File: src/rtl/tilegen_params.svh
`ifndef TILEGEN_PARAMS_SVH
`define TILEGEN_PARAMS_SVH

// visible raster and full frame, in pixels and lines
`define TG_H_ACTIVE 256
`define TG_V_ACTIVE 224
`define TG_H_TOTAL 320
`define TG_V_TOTAL 240

// sync pulses sit inside the blanking interval
`define TG_HSYNC_START 272
`define TG_HSYNC_LEN 24
`define TG_VSYNC_START 228
`define TG_VSYNC_LEN 4

// square tile map, codes index the pattern table
`define TG_MAP_TILES 32
`define TG_TILE_CODES 64

// raster position to registered dot
`define TG_PIPE_LATENCY 3

`endif

File: src/rtl/tilegen_cpu_pkg.sv
package tilegen_cpu_pkg;

	// 16K byte CPU window
	typedef logic [13:0] cpu_addr_t;
	typedef logic [7:0] cpu_data_t;

	// decoded address regions
	typedef enum logic [2:0] {
		REGION_MAP0,
		REGION_MAP1,
		REGION_PAT0,
		REGION_PAT1,
		REGION_PALETTE,
		REGION_REGS,
		REGION_NONE
	} cpu_region_e;

	// register offsets above 0x2100
	typedef enum logic [3:0] {
		REG_SCROLL_X0    = 4'd0,
		REG_SCROLL_Y0    = 4'd1,
		REG_SCROLL_X1    = 4'd2,
		REG_SCROLL_Y1    = 4'd3,
		REG_PRI0         = 4'd4,
		REG_PRI1         = 4'd5,
		REG_LAYER_ENABLE = 4'd6,
		REG_BACKCOLOR    = 4'd7,
		REG_FLIP         = 4'd8
	} reg_index_e;

endpackage

File: src/rtl/tilegen_video_pkg.sv
package tilegen_video_pkg;

	// 3 bits per pixel
	// value 0 is transparent
	typedef logic [2:0] pixel_t;

	// per-tile color from the map entry
	typedef logic [3:0] tile_color_t;

	// layer priority, higher wins
	typedef logic [2:0] layer_pri_t;

	// palette address {tile color, pixel}
	// also carries the background color
	typedef logic [6:0] pal_index_t;

	// tile code, one of 64 patterns
	typedef logic [5:0] tile_code_t;

	// screen or map coordinate
	// map is 256 pixels wide so this wraps naturally
	typedef logic [7:0] coord_t;

endpackage

File: src/rtl/tilegen_control.sv
`timescale 1ns/100ps
`include "tilegen_params.svh"

module tilegen_control (
	input  logic                          clk_6m,
	input  logic                          reset,
	input  tilegen_cpu_pkg::cpu_addr_t    cpu_addr,
	input  tilegen_cpu_pkg::cpu_data_t    cpu_data,
	input  logic                          cpu_we,
	output logic                          tile_we0,
	output logic                          tile_we1,
	output logic                          pattern_we0,
	output logic                          pattern_we1,
	output logic                          palette_we,
	output tilegen_video_pkg::coord_t     scr_x,
	output tilegen_video_pkg::coord_t     scr_y,
	output tilegen_video_pkg::coord_t     scroll_x0,
	output tilegen_video_pkg::coord_t     scroll_y0,
	output tilegen_video_pkg::coord_t     scroll_x1,
	output tilegen_video_pkg::coord_t     scroll_y1,
	output tilegen_video_pkg::layer_pri_t pri0,
	output tilegen_video_pkg::layer_pri_t pri1,
	output logic                          enable0,
	output logic                          enable1,
	output tilegen_video_pkg::pal_index_t back_index,
	output logic                          dot_active,
	output logic                          hsync,
	output logic                          vsync
);
	import tilegen_cpu_pkg::*;
	import tilegen_video_pkg::*;

	localparam int H_BITS = $clog2(`TG_H_TOTAL);
	localparam int V_BITS = $clog2(`TG_V_TOTAL);
	localparam int LAT = `TG_PIPE_LATENCY;

	logic [H_BITS-1:0] h_count;
	logic [V_BITS-1:0] v_count;
	logic active_now;
	logic hsync_now;
	logic vsync_now;
	logic [LAT-1:0] active_dly;
	logic [LAT-1:0] hsync_dly;
	logic [LAT-1:0] vsync_dly;
	coord_t h_pos;
	coord_t v_pos;
	logic flip;
	logic [1:0] layer_enable;
	cpu_region_e region;
	reg_index_e reg_sel;
	logic reg_we;

	////////////////////
	// raster counters
	////////////////////

	// h wraps at line end and v steps once per line
	always_ff @(posedge clk_6m) begin
		if (reset) begin
			h_count <= '0;
			v_count <= '0;
		end else if (h_count == H_BITS'(`TG_H_TOTAL - 1)) begin
			h_count <= '0;
			if (v_count == V_BITS'(`TG_V_TOTAL - 1))
				v_count <= '0;
			else
				v_count <= v_count + 1'b1;
		end else begin
			h_count <= h_count + 1'b1;
		end
	end

	assign active_now = (h_count < `TG_H_ACTIVE) && (v_count < `TG_V_ACTIVE);
	assign hsync_now = (h_count >= `TG_HSYNC_START) &&
		(h_count < `TG_HSYNC_START + `TG_HSYNC_LEN);
	assign vsync_now = (v_count >= `TG_VSYNC_START) &&
		(v_count < `TG_VSYNC_START + `TG_VSYNC_LEN);

	// render coordinates mirror on both axes under flip
	// only meaningful inside the active window
	assign h_pos = h_count[7:0];
	assign v_pos = v_count[7:0];
	assign scr_x = flip ? coord_t'(`TG_H_ACTIVE - 1) - h_pos : h_pos;
	assign scr_y = flip ? coord_t'(`TG_V_ACTIVE - 1) - v_pos : v_pos;

	// flags ride alongside the 3-stage pixel pipe
	always_ff @(posedge clk_6m) begin
		if (reset) begin
			active_dly <= '0;
			hsync_dly <= '0;
			vsync_dly <= '0;
		end else begin
			active_dly <= {active_dly[LAT-2:0], active_now};
			hsync_dly <= {hsync_dly[LAT-2:0], hsync_now};
			vsync_dly <= {vsync_dly[LAT-2:0], vsync_now};
		end
	end

	assign dot_active = active_dly[LAT-1];
	assign hsync = hsync_dly[LAT-1];
	assign vsync = vsync_dly[LAT-1];

	////////////////////
	// cpu decode
	////////////////////

	// 0x0000 maps, 0x1000 patterns, 0x2000 palette, 0x2100 registers
	always_comb begin
		region = REGION_NONE;
		case (cpu_addr[13:11])
			3'b000: region = REGION_MAP0;
			3'b001: region = REGION_MAP1;
			3'b010: region = REGION_PAT0;
			3'b011: region = REGION_PAT1;
			3'b100: begin
				if (cpu_addr[10:7] == 4'b0000)
					region = REGION_PALETTE;
				else if (cpu_addr[10:4] == 7'b0010000)
					region = REGION_REGS;
			end
			default: region = REGION_NONE;
		endcase
	end

	assign tile_we0 = cpu_we && (region == REGION_MAP0);
	assign tile_we1 = cpu_we && (region == REGION_MAP1);
	assign pattern_we0 = cpu_we && (region == REGION_PAT0);
	assign pattern_we1 = cpu_we && (region == REGION_PAT1);
	assign palette_we = cpu_we && (region == REGION_PALETTE);
	assign reg_we = cpu_we && (region == REGION_REGS);
	assign reg_sel = reg_index_e'(cpu_addr[3:0]);

	// control registers
	// both layers start enabled
	always_ff @(posedge clk_6m) begin
		if (reset) begin
			scroll_x0 <= '0;
			scroll_y0 <= '0;
			scroll_x1 <= '0;
			scroll_y1 <= '0;
			pri0 <= '0;
			pri1 <= '0;
			layer_enable <= 2'b11;
			back_index <= '0;
			flip <= 1'b0;
		end else if (reg_we) begin
			case (reg_sel)
				REG_SCROLL_X0:    scroll_x0 <= cpu_data;
				REG_SCROLL_Y0:    scroll_y0 <= cpu_data;
				REG_SCROLL_X1:    scroll_x1 <= cpu_data;
				REG_SCROLL_Y1:    scroll_y1 <= cpu_data;
				REG_PRI0:         pri0 <= cpu_data[2:0];
				REG_PRI1:         pri1 <= cpu_data[2:0];
				REG_LAYER_ENABLE: layer_enable <= cpu_data[1:0];
				REG_BACKCOLOR:    back_index <= cpu_data[6:0];
				REG_FLIP:         flip <= cpu_data[0];
				default: ;
			endcase
		end
	end

	assign enable0 = layer_enable[0];
	assign enable1 = layer_enable[1];

	// sync pulses stay clear of visible dots
	assert property (@(posedge clk_6m) disable iff (reset)
		dot_active |-> !(hsync || vsync))
		else $error("sync pulse inside the active window");

endmodule

File: config.mk
export PLATFORM = sky130hd
export DESIGN_NAME = tilegen_control
export DESIGN_NICKNAME = d
export VERILOG_FILES = /design/src/rtl/tilegen_cpu_pkg.sv /design/src/rtl/tilegen_video_pkg.sv /design/src/rtl/tilegen_control.sv
export VERILOG_INCLUDE_DIRS = /design/src /design/src/rtl
export SDC_FILE = /design/constraint.sdc
export NUM_CORES = 1
export LEC_CHECK = 0
export BUFFER_PORTS_ARGS = -buffer_cell sky130_fd_sc_hd__clkbuf_2
export CORE_MARGIN = 2
export CORE_UTILIZATION = 51
export CTS_CLUSTER_SIZE = 30
export DETAILED_ROUTE_END_ITERATION = 10
export PLACE_DENSITY = 0.89
export SYNTH_ARGS = -nofsm -noshare
export SYNTH_HDL_FRONTEND = slang
export SYNTH_SLANG_ARGS = --single-unit
export TNS_END_PERCENT = 20
File: constraint.sdc
create_clock -name clk_6m -period 2.2 [get_ports clk_6m]
set_clock_uncertainty 0.1 [all_clocks]
set_input_delay 0.22 -clock clk_6m [delete_from_list [all_inputs] [get_ports clk_6m]]
set_output_delay 0.22 -clock clk_6m [all_outputs]
set_load 0.005 [all_outputs]
==> metrics.sh <==
TOTAL_NETS_FINAL=440
FINAL_CELL_AREA_UM2=3920
DIE-HEIGHT_UM=83.0
SYNTH_MOST_COMMON_CELL='sky130_fd_sc_hd__dfxtp_1'
NETSWITCHINGFRACTION_PCT=22.8
MEAN_NUMBER_OF_VIAS_PER_CELL=5.29
POWER_DENSITY_nW_PER_UM2=645
INTERNAL-POWER_uW=1950
YOSYSWARNINGS=0
TIMING.CRITICAL_PATH.FROM_TYPE='flip-flop'
CLK_TRANSITION_REPORTED_PATHS_NS=0.08
WORST-SLEW-PIN-TRANSITION_NS=0.596
SYNTH.NET_COUNT=352
NUM_ROWS=28
CTS_MAX_PATH_BUFFERS=2
SYNTH.AREA.TOP_CELLS='sky130_fd_sc_hd__dfxtp_1 (47%), sky130_fd_sc_hd__mux2i_1 (15%), sky130_fd_sc_hd__nor2_1 (7.0%)'
CTSHOLDBUFFERS=0
MIN-DELAY-START='cpu_data[7]'
FINAL.SETUP.TNS_NS=0
GRT_PASS1_WL_UM=11600
GP_CONGESTION=0.806
DRTPASS1ITERATIONS=4
PRE_CTS_WS_NS=0.240
PORT_BUFFERS=95
DP_HPWL_UM=4820
ASYNC_SET_OR_RESET_REGISTER_RATIO_AFTER_SYNTHESIS_PCT=0
SETUP_VIOL=0
MAX_SLEW_MARGIN_PCT=59.9
CTS_ROOT_BUF='sky130_fd_sc_hd__clkbuf_8'
ANTENNA_CELLS_INSERTED=0
P_COMB_SHARE_PCT=4.4
FRACTION_OF_LAYOUT_CELLS_WITH_A_SIZE_SUFFIX_ABOVE_1_PCT=30.4
YOSYS.AREA.TOP_TYPE_SHARE_PCT=46.5
DESIGN.CORE.AREA_UM2=5990
DRC=0
FIN_CRIT_SHARE_PCT=89.6
WORST_SETUP_PATH_END_KIND='flip-flop'
CTS-BUFFERS-INSERTED=9
NUMBER_OF_CELLS_PRODUCED_BY_SYNTHESIS=322
ANTENNA_FOUND_INITIAL=0
AVGROUTEDWIREPERCELL_UM=13.7
HOLD_PATH.CLASS='in -> reg'
WORSTSETUPSTARTPOINT='h_count[0]$_SDFF_PP0_'
FINAL_MAX_SLEW_VIOL_COUNT=0
FP.DIEW_UM=83.0
STATIC-LEAKAGE-POWER_uW=0.00211
CTS_RESIZED=0
PIN_COUNT_OF_THE_BIGGEST_NET_ENTERING_GLOBAL_ROUTING=49
INITIAL_UTILIZATION_PCT=53.2
SEQ_POWER_SHARE_PCT=53.6
CRITICAL_PATH.SLOWEST_CELL='sky130_fd_sc_hd__or4_1'
TIMING.FMAX_MHz=507
CTS.SINKS=74
FINALHOLDVIOLATIONS=0
SYN_AVG_CELL_AREA_UM2=9.89
LAYOUT_SETUP_WS_NS=0.228
SYNTH.FF_LATCH_COUNT=74
INSERTION_DELAY_NS=0.34
P_CLK_SHARE_PCT=42.0
ARRIVAL_NS=2.14
RSZ0062_AT_GRT='false'
DRT-INITIAL-DRC-COUNT=106
HIGHEST_CELL_DELAY_ON_THE_WORST_TIMING_PATH_NS=0.51
TRITONCTS_CLOCK_TREE='built'
TIMING.FINAL.CRIT_PERIOD_NS=1.97
IR_DROP_V=0.000397
ROUTED_VIA_COUNT=2594
SYNTH.LIB_CELLS_USED.DISTINCT=36
AREA_GROWTH_PCT=22.9
POSTPLACECELLAREA_UM2=3710
GRT_REMAINING_OVERFLOW=0
CRITPATHKIND='reg -> reg'
SYNTH_TOP_CELL_BY_AREA='sky130_fd_sc_hd__dfxtp_1'
DRV_CAP=0
SYNTH.YOSYS.SEQ_AREA_SHARE_PCT=46.5
OUTCOME='complete, no violations'
CRITICAL_PATH.MAX_FANOUT=6
DESIGN.DIE.AREA_UM2=6890
SYNTH_COMMONEST_CELLS='sky130_fd_sc_hd__dfxtp_1 (74), sky130_fd_sc_hd__nor2_1 (59), sky130_fd_sc_hd__mux2i_1 (49), sky130_fd_sc_hd__xor2_1 (20), sky130_fd_sc_hd__clkbuf_1 (15)'
TOTAL_I_O_PIN_COUNT=96
POST_SYNTH_INSTANCE_AREA_UM2=3190
FIRST_GLOBAL_VIAS=2466
ROUTED_WL_UM=6710
GROUTE.USAGE.OVERALL_PCT=20.2
POST_CTS_BUFFERS=0
FINALCOREUTILIZATION_PCT=65.4
ROUTE.ANTENNA.REMAINING_NETS=0
TIMING.CRITICAL_PATH.REQUIRED_NS=2.37
SYNTH_ENABLE_FLOP_CELLS=0
PRIMARY_FF_MASTER_SYNTH='sky130_fd_sc_hd__dfxtp_1'
CP_CELL_SEQUENCE='ha_1 > and4bb_2 > nand2_1 > or4_1 > a21oi_1'
CTS_MAX_LEVEL=3
WORSTREG2REGSTART='h_count[0]$_SDFF_PP0_'
NET-SWITCHING-POWER_uW=575
[layout make-up]
cell class / count / area (µm²)
Clock buffer: 11 / 141
Clock inverter: 5 / 62.6
Fill cell: 475 / 2080
Inverter: 2 / 7.51
Multi-Input combinational cell: 224 / 1610
Sequential cell: 74 / 1480
Tap cell: 75 / 93.8
Timing Repair Buffer: 99 / 518
[cell usage in the layout (no fill, tap or decap), types with 6 or more instances in the layout]
cell	n
sky130_fd_sc_hd__clkbuf_8	10
sky130_fd_sc_hd__nand4_1	8
sky130_fd_sc_hd__nor3_1	9
sky130_fd_sc_hd__clkbuf_2	95
sky130_fd_sc_hd__nor2b_1	8
sky130_fd_sc_hd__mux2i_1	49
sky130_fd_sc_hd__nand3_1	6
sky130_fd_sc_hd__nand2_1	7
sky130_fd_sc_hd__nor2_1	59
sky130_fd_sc_hd__xor2_1	20
sky130_fd_sc_hd__dfxtp_1	74
[metrics by stage]
stage	power, µW	std cells	hold slack [ns]
6_report	2530	490	0.0716
3_5_place_dp	1500	474	0.320
5_1_grt	2610	490	0.0863
2_1_floorplan	1440	322	0.264
4_1_cts	2550	490	0.0556
3_3_place_gp	1490	474	0.319
[critical path: cells and delay by family, from the launching register on]
family	cells	cell delay, ns
DFF	1	0.43
adders and majority gates	1	0.33
AOI/OAI and AO/OA	1	0.14
and+or+nand+nor	3	0.90
[worst paths after layout]
| check | endpoint | slack, ns | cells after the start |
|---|---|---|---|
| setup / recovery | v_count[4]$_SDFFE_PP0P_ | 0.23 | 5 |
| hold / removal | scroll_x0[7]$_SDFFE_PP0P_ | 0.07 | 3 |
| setup reg to reg | v_count[4]$_SDFFE_PP0P_ | 0.23 | 5 |
| hold reg to reg | active_dly[1]$_SDFF_PP0_ | 0.33 | 1 |
[registers in the layout (all words and copies together), names as in the netlist]
| name | count |
|---|---|
| active_dly | 3 |
| back_index | 7 |
| flip | 1 |
| h_count | 9 |
| hsync_dly | 3 |
| layer_enable | 2 |
| pri0 | 3 |
| pri1 | 3 |
| scroll_x0 | 8 |
| scroll_x1 | 8 |
| scroll_y0 | 8 |
| scroll_y1 | 8 |
| v_count | 8 |
| vsync_dly | 3 |
[metal layers]
metal	GRT usage (%)	wire, µm
met2	32.0	3120
met5	0	0
met3	5.86	521
met4	7.75	67
met1	26.1	3000
[kinds of logic (layout without fill, tap and decap cells)]
group / count (synthesis) / in the layout / synth area share (%)
AND/OR/NAND/NOR: 134 / 134 / 24.3
adder cells (fa/ha/maj): 5 / 5 / 1.96
buffers and inverters: 24 / 117 / 3.14
XOR/XNOR: 25 / 25 / 6.87
multiplexers: 49 / 49 / 15.4
flip-flops: 74 / 74 / 46.5
AO/OA/AOI/OAI: 11 / 11 / 1.85
[power groups by stage]
| stage | sequential, µW | combinational (µW) | clock, µW |
|---|---|---|---|
| 6_report | 1350 | 111 | 1060 |
| 3_5_place_dp | 1380 | 111 | 0 |
| 5_1_grt | 1350 | 123 | 1130 |
| 3_3_place_gp | 1380 | 108 | 0 |
| 2_1_floorplan | 1380 | 56.7 | 0 |
| 4_1_cts | 1350 | 112 | 1080 |
Power figures use the tool's default switching activity.
