--- config.mk ---
export PLATFORM = sky130hd
export DESIGN_NAME = palette_lookup
export DESIGN_NICKNAME = d
export VERILOG_FILES = /design/src/rtl/tilegen_params.svh /design/src/rtl/tilegen_cpu_pkg.sv /design/src/rtl/tilegen_video_pkg.sv /design/src/rtl/palette_lookup.sv
export SDC_FILE = /design/constraint.sdc
export NUM_CORES = 1
export LEC_CHECK = 0
export BUFFER_PORTS_ARGS = -buffer_cell sky130_fd_sc_hd__buf_2
export CAP_MARGIN = 20
export CORE_UTILIZATION = 57
export DETAILED_ROUTE_END_ITERATION = 10
export MAX_ROUTING_LAYER = met4
export PLACE_DENSITY = 0.79
export SLEW_MARGIN = 20
export SYNTH_ARGS = -nofsm -noshare
export SYNTH_HDL_FRONTEND = slang
export SYNTH_SLANG_ARGS = --single-unit
--- constraint.sdc ---
create_clock -name clk_6m -period 2.9 [get_ports clk_6m]
set_input_delay 0.435 -clock clk_6m [delete_from_list [all_inputs] [get_ports clk_6m]]
set_output_delay 0.435 -clock clk_6m [all_outputs]
set_load 0.005 [all_outputs]
--- src/rtl/tilegen_params.svh ---
`ifndef TILEGEN_PARAMS_SVH
`define TILEGEN_PARAMS_SVH

// visible raster and full frame, in pixels and lines
`define TG_H_ACTIVE 256
`define TG_V_ACTIVE 224
`define TG_H_TOTAL 320
`define TG_V_TOTAL 240

// sync pulses sit inside the blanking interval
`define TG_HSYNC_START 272
`define TG_HSYNC_LEN 24
`define TG_VSYNC_START 228
`define TG_VSYNC_LEN 4

// square tile map, codes index the pattern table
`define TG_MAP_TILES 32
`define TG_TILE_CODES 64

// raster position to registered dot
`define TG_PIPE_LATENCY 3

`endif

--- src/rtl/tilegen_cpu_pkg.sv ---
package tilegen_cpu_pkg;

	// 16K byte CPU window
	typedef logic [13:0] cpu_addr_t;
	typedef logic [7:0] cpu_data_t;

	// decoded address regions
	typedef enum logic [2:0] {
		REGION_MAP0,
		REGION_MAP1,
		REGION_PAT0,
		REGION_PAT1,
		REGION_PALETTE,
		REGION_REGS,
		REGION_NONE
	} cpu_region_e;

	// register offsets above 0x2100
	typedef enum logic [3:0] {
		REG_SCROLL_X0    = 4'd0,
		REG_SCROLL_Y0    = 4'd1,
		REG_SCROLL_X1    = 4'd2,
		REG_SCROLL_Y1    = 4'd3,
		REG_PRI0         = 4'd4,
		REG_PRI1         = 4'd5,
		REG_LAYER_ENABLE = 4'd6,
		REG_BACKCOLOR    = 4'd7,
		REG_FLIP         = 4'd8
	} reg_index_e;

endpackage

--- src/rtl/tilegen_video_pkg.sv ---
package tilegen_video_pkg;

	// 3 bits per pixel
	// value 0 is transparent
	typedef logic [2:0] pixel_t;

	// per-tile color from the map entry
	typedef logic [3:0] tile_color_t;

	// layer priority, higher wins
	typedef logic [2:0] layer_pri_t;

	// palette address {tile color, pixel}
	// also carries the background color
	typedef logic [6:0] pal_index_t;

	// tile code, one of 64 patterns
	typedef logic [5:0] tile_code_t;

	// screen or map coordinate
	// map is 256 pixels wide so this wraps naturally
	typedef logic [7:0] coord_t;

endpackage

--- src/rtl/palette_lookup.sv ---
`timescale 1ns/100ps

module palette_lookup (
	input  logic                          clk_6m,
	input  logic                          palette_we,
	input  tilegen_cpu_pkg::cpu_addr_t    cpu_addr,
	input  tilegen_cpu_pkg::cpu_data_t    cpu_data,
	input  tilegen_video_pkg::pal_index_t pal_index,
	output logic [7:0]                    dot
);
	import tilegen_video_pkg::*;

	localparam int PAL_BITS = $bits(pal_index_t);
	localparam int PAL_ENTRIES = 2 ** PAL_BITS;

	// one byte per color
	logic [7:0] pal_ram [PAL_ENTRIES];

	// palette powers up black
	initial begin
		for (int i = 0; i < PAL_ENTRIES; i++)
			pal_ram[i] = '0;
	end

	always @(posedge clk_6m) begin
		if (palette_we)
			pal_ram[cpu_addr[PAL_BITS-1:0]] <= cpu_data;
	end

	// last pipe stage
	always_ff @(posedge clk_6m)
		dot <= pal_ram[pal_index];

	// once the pipe carries a known index the dot must be known next cycle
	assert property (@(posedge clk_6m) !$isunknown(pal_index) |=> !$isunknown(dot))
		else $error("dot unknown after a valid palette index");

endmodule

==> results, run 1 <==
- In this run the remaining antenna-violating nets after routing total 0.
- The count of warnings emitted by yosys is 0.
- The endpoint identified for the worst register-to-register timing path is dot[6]$_DFF_P_.
- The transition time of the tightest slew-check pin is 967 ps.
- The die covers approximately 71000 sq um.
- Max-cap violations in this run came to 0.
- The initial cell density of the core is 57.7%.
- The average via count per standard cell is around 6.6.
- The die boundary height is around 270 um.
- Subtracting the final worst setup slack from the clock period gives between 2000 and 3000 ps.
- The number of global-route vias before repair is roughly 20000.
- The hold-critical path depth is 1.
- The post-cts sizing count is 0.
- The count of final hold-check violations is 0.
- The placeable core area is roughly 69000 sq um.
- The total overflow reported by the global router is 0.
- The first routing iteration left approximately 2700 violations.
- The worst setup path is launched from an input port.
- Global routing used between 20 and 30% of the available tracks across all layers.
- The total area of sequential cells is 30900 sq um.
- The first-pass GRT wire length is approximately 140 mm.
- The number of fill cells is ~4100.
- The total iterations of the first detailed-routing run is 6.
- The count of vias placed by the detailed router is 19084.
- The net count of the finished layout is between 1500 and 2000.
- Detailed placement finished with a half-perimeter wire length of 54.3 mm.
- The area growth from synthesis to layout is 15.1%.
- The initial antenna violation count is 9.
- The die is approximately 270 um wide.
- Setup slack closes at ~350 ps.
- At the worst endpoint, the arrival time is roughly 3100 ps.
- In this run the static leakage power is 0.0144 uW.
- The total area of multi-input combinational cells is between 8000 and 9000 sq um.
- Ranked by total cell area, the synthesized netlist is headed by sky130_fd_sc_hd__edfxtp_1, sky130_fd_sc_hd__mux4_2, sky130_fd_sc_hd__nor2_1.
- The synthesized design spends more area on one cell type than any other, namely sky130_fd_sc_hd__edfxtp_1.
- After technology mapping, the gate count stands at about 1600.
- The number of nets in the synthesized netlist is 1666.
- The H-tree was split into 3 levels.
- The share of post-route cells with drive strength above 1 is a little over a third.
- Yosys mapped the design onto 17 distinct sky130hd cell types.
- Clock tree synthesis found a total of 1032 sinks.
- In this run the post-CTS setup repair buffer count came out at 0.
- In this run the worst hold path is classified as in -> reg.
- The tree is rooted in a sky130_fd_sc_hd__clkbuf_16.
- The CTS tree is done.
- The worst reg2reg path depth is 4.
- The remaining max-slew budget at the tightest pin is between 30% and 40%.
- The element type at the critical path end is a flop.
- The proportion of netlist area held by the largest area contributor is between 70% and 80%.
- For the worst setup path, the data required time is roughly 3500 ps.
- The average wire per cell in the routed design is ~32 um.
- Buffers inserted during clock tree synthesis total 98.
- The endpoint with the worst hold slack is pal_ram[111][1]$_DFFE_PP_.
- Setup repair after global routing left no endpoint under its margin.
- The register-to-register path setup slack is roughly 400 ps.
- The buffer levels on the longest clock path is 3.
- In this run the mean area of a mapped cell was 24.3 sq um.
- Across the routed clock network, the largest skew measured is about 28 ps.
- The count of buffers inserted at the top-level ports is 31.
- Along the worst path, the maximum fanout reaches 18.
- On the final layout, the worst hold slack is 157 ps.
- IR analysis of the VDD net gives a maximum drop of around 0.65 mV.
- The proportion of synthesized chip area in sequential cells is 77.9%.
- The highest clock frequency the design can meet is slightly below 0.4 GHz.
- The count of boundary I/O pins is 39.
- The flow ran to the end, and the final reports show no timing, DRC or antenna violations.
- The global placement routability congestion is 0.853.
- In this run the critical register-to-register path is launched from pal_ram[124][6]$_DFFE_PP_.
- In the routed design, unresolved DRC markers number 0.
- The clock latency reported for the late side of the worst-skew pair is just under 700 ps.
- The number of failing setup endpoints in the final timing report is 0.
- Before CTS, the worst setup slack after placement is -181 ps.
- The final layout contains routed wiring with a total length of 92.6 mm.
- The maximum number of pins on one net before global-route repair is 113.
- The count of pins over their slew limit came to 0.
- The cell area after synthesis is just under 40000 sq um.
- The ratio of final minimum period to clock period is between 80% and 90%.
- After synthesis the netlist holds a flip-flop and latch count of between 1000 and 1500.
- The critical path in this run is classified as in -> reg.
- The worst hold path begins at cpu_data[1].
- Hold repair after CTS inserted 0 buffers.
- After clock tree synthesis, the clock-pin slew on the worst setup and hold paths is approximately 60 ps.
- Power spread over the standard cell area amounts to approximately 670 nW/um^2.
- The floorplan has 96 rows.
-- cells by family (layout without fill, tap and decap cells) --
kind of cell	after synthesis	count (layout)	share of synthesized area, %
DFF	1032	1032	77.9
muxes	344	344	19.3
and+or+nand+nor	170	170	1.76
buffers and inverters	89	424	1.01
other	0	7	0
-- worst max path at each step --
| stage | from | to | slack, ps | cells after the start |
|---|---|---|---|---|
| 6_report | pal_index[0] | dot[5]$_DFF_P_ | 350 | 7 |
| 4_1_cts | pal_index[0] | dot[5]$_DFF_P_ | 400 | 7 |
| 2_1_floorplan | pal_index[0] | dot[0]$_DFF_P_ | 50 | 7 |
| 3_3_place_gp | pal_index[0] | dot[6]$_DFF_P_ | -170 | 7 |
| 3_5_place_dp | pal_index[0] | dot[0]$_DFF_P_ | -180 | 7 |
| 5_1_grt | pal_index[0] | dot[5]$_DFF_P_ | 360 | 7 |
-- layout make-up --
class                           instances  share of cell area, %
Sequential cell                      1032                   67.7
Multi-Input combinational cell        514                   18.3
Clock buffer                          125                   5.61
Timing Repair Buffer                  242                   4.67
Tap cell                              931                   2.55
Clock inverter                         57                   1.15
Antenna cell                            7                 0.0384
-- metal layers --
| layer | share of wire [%] | GRT usage (%) | vias to the layer above |
|---|---|---|---|
| met5 | 0 | - | - |
| li1 | - | - | 7534 |
| met3 | 9.8 | 5.66 | 217 |
| met2 | 50 | 44.3 | 1276 |
| met1 | 36 | 36.3 | 10057 |
| met4 | 4.2 | 10.6 | 0 |
-- critical path, stage by stage --
cell	delay [ps]
sky130_fd_sc_hd__buf_8	170
sky130_fd_sc_hd__buf_12	220
sky130_fd_sc_hd__buf_12	220
sky130_fd_sc_hd__mux4_2	590
sky130_fd_sc_hd__mux4_2	630
sky130_fd_sc_hd__mux4_2	500
sky130_fd_sc_hd__mux2_2	270
-- report_power, final --
part           internal, uW  total, uW  switching, uW
logic                   697       1630            930
registers             16500      16500           34.5
clock network          6900      12300           5430
total                 24100      30500           6390
-- synth_stat cells --
| cell type | count |
|---|---|
| sky130_fd_sc_hd__mux2_2 | 8 |
| sky130_fd_sc_hd__nor3_1 | 9 |
| sky130_fd_sc_hd__buf_1 | 18 |
| sky130_fd_sc_hd__buf_2 | 15 |
| sky130_fd_sc_hd__or3_1 | 1 |
| sky130_fd_sc_hd__nand2_1 | 14 |
| sky130_fd_sc_hd__buf_6 | 1 |
| sky130_fd_sc_hd__nand4_1 | 3 |
| sky130_fd_sc_hd__nor2_1 | 122 |
| sky130_fd_sc_hd__nor2b_1 | 7 |
| sky130_fd_sc_hd__mux4_2 | 336 |
| sky130_fd_sc_hd__buf_4 | 11 |
| sky130_fd_sc_hd__edfxtp_1 | 1024 |
| sky130_fd_sc_hd__nand2b_1 | 2 |
| sky130_fd_sc_hd__clkbuf_1 | 44 |
| sky130_fd_sc_hd__dfxtp_1 | 8 |
| sky130_fd_sc_hd__nand3_1 | 12 |
-- cell usage in the layout, fill, tap and decap left out, types with 7 or more instances in the layout --
| cell | Yosys | routed |
|---|---|---|
| sky130_fd_sc_hd__edfxtp_1 | 1024 | 1024 |
| sky130_fd_sc_hd__mux4_2 | 336 | 336 |
| sky130_fd_sc_hd__buf_4 | 11 | 192 |
| sky130_fd_sc_hd__nor2_1 | 122 | 122 |
| sky130_fd_sc_hd__clkbuf_16 | 0 | 98 |
| sky130_fd_sc_hd__buf_12 | 0 | 28 |
| sky130_fd_sc_hd__clkbuf_1 | 44 | 26 |
| sky130_fd_sc_hd__clkinv_1 | 0 | 25 |
| sky130_fd_sc_hd__buf_2 | 15 | 20 |
| sky130_fd_sc_hd__clkinv_2 | 0 | 17 |
| sky130_fd_sc_hd__nand2_1 | 14 | 14 |
| sky130_fd_sc_hd__nand3_1 | 12 | 12 |
| sky130_fd_sc_hd__nor3_1 | 9 | 9 |
| sky130_fd_sc_hd__mux2_2 | 8 | 8 |
| sky130_fd_sc_hd__dfxtp_1 | 8 | 8 |
| sky130_fd_sc_hd__diode_2 | 0 | 7 |
| sky130_fd_sc_hd__nor2b_1 | 7 | 7 |
| sky130_fd_sc_hd__bufinv_16 | 0 | 7 |
-- sequential cells by signal, summed over array words and instances (netlist names) --
name and cells:
dot 8, pal_ram 1024
-- per-stage QoR --
stage               instance area, sq um  util [%]  total power [uW]  setup TNS (ps)  std cells
floorplan                          39700         -             17600               0       1635
global placement                   42600      61.9             18300           -1180       2719
detailed placement                 42600      61.9             18400           -1260       2719
CTS                                45600      66.4             30600               0       2901
global route                       45700      66.5             31200               0       2907
finish                             45700      66.5             30500               0       2908
No activity file was read; power rests on OpenSTA's default activity.
==> run 2: changes to the inputs <==
--- a/config.mk
+++ b/config.mk
@@ -10,7 +10,7 @@
 export CORE_UTILIZATION = 57
 export DETAILED_ROUTE_END_ITERATION = 10
 export MAX_ROUTING_LAYER = met4
-export PLACE_DENSITY = 0.79
+export PLACE_DENSITY = 0.86
 export SLEW_MARGIN = 20
 export SYNTH_ARGS = -nofsm -noshare
 export SYNTH_HDL_FRONTEND = slang
==> run 2 against run 1 <==
  * Register-to-register slack worse by 200 ps
  * Hold slack better by 61 ps
  * Clock power up 4%
  * Global-route usage up 4.2 points
  * Core utilization up 0.25 points
  * Maximum frequency down 5.5%
  * Via count up 8.3%
  * Clock skew up 8.7 ps
  * Combinational power up 6%
  * Routed wire length up 17%
  * Non-clock buffer count up 6
  * Sequential cell count unchanged
  * Highest routed layer unchanged
==> results, run 2 (same netlist as run 1, synthesis figures left out) <==
- The total iterations of the first detailed-routing run is 6 (unchanged).
- The critical path ends at dot[3]$_DFF_P_.
- The element type at the critical path end is a flop.
- The total overflow reported by the global router is 0 (unchanged).
- The count of boundary I/O pins is 39 (unchanged).
- The slack of the critical path is 201 ps (-148 ps).
- The count of buffers inserted at the top-level ports is 31 (unchanged).
- The worst clock skew on the final layout is 36.4 ps (+8.65 ps).
- The worst setup path is launched from a flop.
- The peak fanout along the critical path was 2 (-16).
- The run finished with clean final reports.
- The number of global-route vias before repair is 20745 (+5.8%).
- The share of post-route cells with drive strength above 1 is 37.2% (+0.78 points).
- The worst register-to-register path ends at dot[3]$_DFF_P_.
- The worst path arrival time is 3260 ps (+160 ps).
- The critical path starts at pal_ram[127][3]$_DFFE_PP_.
- The count of vias placed by the detailed router is 20670 (+8.3%).
- The highest cell delay on the worst timing path is 640 ps (about the same).
- The post-layout net count was 1923 (+0.21%).
- The H-tree depth reported by CTS is 3 (unchanged).
- In this design, the critical path's most frequently occurring cell is sky130_fd_sc_hd__mux4_2.
- The area growth from synthesis to layout is 15.6%.
- The max capacitance violation total came to 0 (unchanged).
- The worst supply voltage drop on vdd is 0.707 mV (+7.9%).
- The sum of negative setup slack came to 0 ps (unchanged).
- The time the final worst path needs with I/O delays and setup is 2700 ps (+148 ps).
- The worst reg2reg path depth is 4 (unchanged).
- The number of non-filler instances in the completed layout is 2910 (+0.069%).
- The power density over the cells is 677 nW/um^2 (+1.5%).
- The initial antenna violation count is 7 (-2).
- The number of core rows is 96 (unchanged).
- The worst setup path is of the reg -> reg kind.
- The combinational share of power is 5.5% (+0.2 points).
- The maximum number of pins on one net before global-route repair was 129 (+14%).
- The number of flip-flops under the largest register name is 1024 (unchanged).
- The cts-stage hold buffer count is 0 (unchanged).
- The average wire per cell in the routed design is 37.4 um (+17%).
- The initial cell density of the core is 57.7% (unchanged).
- The total DRC errors in the routed layout is 0 (unchanged).
- The number of buffers inserted during clock tree synthesis came to 96 (-2.0%).
- The number of sinks driven by the clock tree is 1032 (unchanged).
- The remaining max-slew budget at the tightest pin is 41.0% (+5.5 points).
- The count of buffers added by post-CTS timing repair for setup is 0 (unchanged).
- The count of final hold-check violations is 0 (unchanged).
- The die outline width is 266 um (unchanged).
- The total wirelength of the detailed-routed design was 109 mm (+17%).
- The area of the die came to 70600 sq um (unchanged).
- The pre-CTS worst setup slack was -175 ps (+6.34 ps).
- The tree is rooted in a sky130_fd_sc_hd__clkbuf_16.
- The reported net switching power came to 6780 uW (+6.0%).
- The transition time of the tightest slew-check pin is 881 ps (-86.3 ps).
- The part of the power in the clock network came to 41.3% (+0.8 points).
- The placeable core area is 68700 sq um (unchanged).
- The internal power came to 24300 uW (+0.76%).
- Walking the worst path, the cells encountered are mux4_2, mux4_2, mux4_2, mux2_2.
- The number of nets still failing antenna checks after routing is 0 (unchanged).
- The post-CTS clock slew at the launch and capture registers of the worst setup and hold paths is 70 ps (about the same).
- The origin of the critical flop-to-flop path is pal_ram[127][3]$_DFFE_PP_.
- The total routing usage reported by global routing was 32.2% (+4.2 points).
- The data required time at the worst endpoint is 3460 ps (about the same).
- The highest clock frequency the design can meet is 0.371 GHz (-5.5%).
- The post-cts sizing count is 0 (unchanged).
- The DRC violation total after the first TritonRoute iteration is 3370 (+27%).
- The switching fraction of total power was 21.8% (+0.85 points).
- The worst hold margin is 218 ps (+61.2 ps).
- The total half-perimeter wirelength after legalization and detailed placement is 58.1 mm (+7.0%).
- The register-to-register path setup slack came to 200 ps (-200 ps).
- The buffer levels on the longest clock path is 3 (unchanged).
- Setup repair after global routing left no endpoint under its margin.
- The ratio of final minimum period to clock period came to 93.1% (+5.1 points).
- The first-pass GRT wire length is 153 mm (+13%).
- The clock latency reported for the late side of the worst-skew pair is 670 ps (about the same).
- The slowest stage of the critical path is the sky130_fd_sc_hd__mux4_2 cell.
- The leakage power figure is 0.0145 uW (+0.57%).
- TritonCTS built the clock tree.
- The average via count per standard cell is 7.10 (+8.2%).
- The sequential group share of total power came to 53.2% (-1.0 points).
- The die boundary height is 266 um (unchanged).
- The number of failing setup endpoints in the final timing report came to 0 (unchanged).
- The number of placed instances with taps included came to 2725 (+0.22%).
- The count of pins over their slew limit is 0 (unchanged).
- The library cell used most frequently in the layout, excluding fill and tap cells, is sky130_fd_sc_hd__edfxtp_1.
- The global placement routability congestion is 0.853 (about the same).
- The library cells used most frequently in the layout, excluding fill and tap cells, are sky130_fd_sc_hd__edfxtp_1, sky130_fd_sc_hd__mux4_2, sky130_fd_sc_hd__buf_4, sky130_fd_sc_hd__nor2_1, sky130_fd_sc_hd__clkbuf_16.
- The worst hold-check path type is in -> reg.
[run 2: cell count changes in the layout (fill, tap and decap cells not counted), sizes merged]
| cell | delta |
|---|---|
| buf | +6 |
| clkbuf | -9 |
| diode | +3 |
| clkinv | -5 |
| clkinvlp | +2 |
| inv | +2 |
| bufinv | +3 |
[run 2: worst min-delay path by stage]
stage | startpoint | end | slack [ps] | cells after the start
2_1_floorplan | cpu_data[0] | pal_ram[0][0]$_DFFE_PP_ | 530 | 0
3_3_place_gp | pal_index[5] | dot[7]$_DFF_P_ | 870 | 2
3_5_place_dp | dot[5]$_DFF_P_ | dot[5] | 850 | 1
4_1_cts | pal_index[5] | dot[6]$_DFF_P_ | 200 | 2
5_1_grt | pal_index[5] | dot[6]$_DFF_P_ | 210 | 2
6_report | pal_index[5] | dot[3]$_DFF_P_ | 220 | 2
[run 2: routing by layer]
metal  part of all wire, %  global-route usage, %
met5                     0                      -
met2                    50                   52.0
met4                   6.6                   16.0
met3                    11                   6.78
met1                    32                   38.9
[run 2: final cells by class]
class | count | area (sq um)
clock buffers | 116 | 2500
diodes | 10 | 25.0
clock inverters | 59 | 631
fillers | 3850 | 22900
flip-flops and latches | 1032 | 30900
repair buffers | 248 | 2250
multi-input cells | 514 | 8350
well taps | 931 | 1160
[run 2: stage by stage]
| stage | instance area (sq um) | util, % | power, uW |
|---|---|---|---|
| 6_report | 45800 | 66.7 | 31000 |
| 4_1_cts | 45800 | 66.7 | 31000 |
| 2_1_floorplan | 39700 | - | 17600 |
| 3_5_place_dp | 42700 | 62.1 | 18400 |
| 3_3_place_gp | 42700 | 62.1 | 18300 |
| 5_1_grt | 45800 | 66.7 | 31600 |
[run 2: power by group through the flow]
stage / clock [uW] / combinational [uW] / sequential (uW)
after floorplan: 0 / 833 / 16800
after global placement: 0 / 1530 / 16800
after detailed placement: 0 / 1620 / 16800
after CTS: 12800 / 1690 / 16500
after global routing: 13300 / 1750 / 16500
final: 12800 / 1720 / 16500
[run 2: worst max-delay path: cells and delay by family, from the launching register on]
kind / cells / cell delay, ps
multiplexers: 4 / 2050
flip-flops: 1 / 520
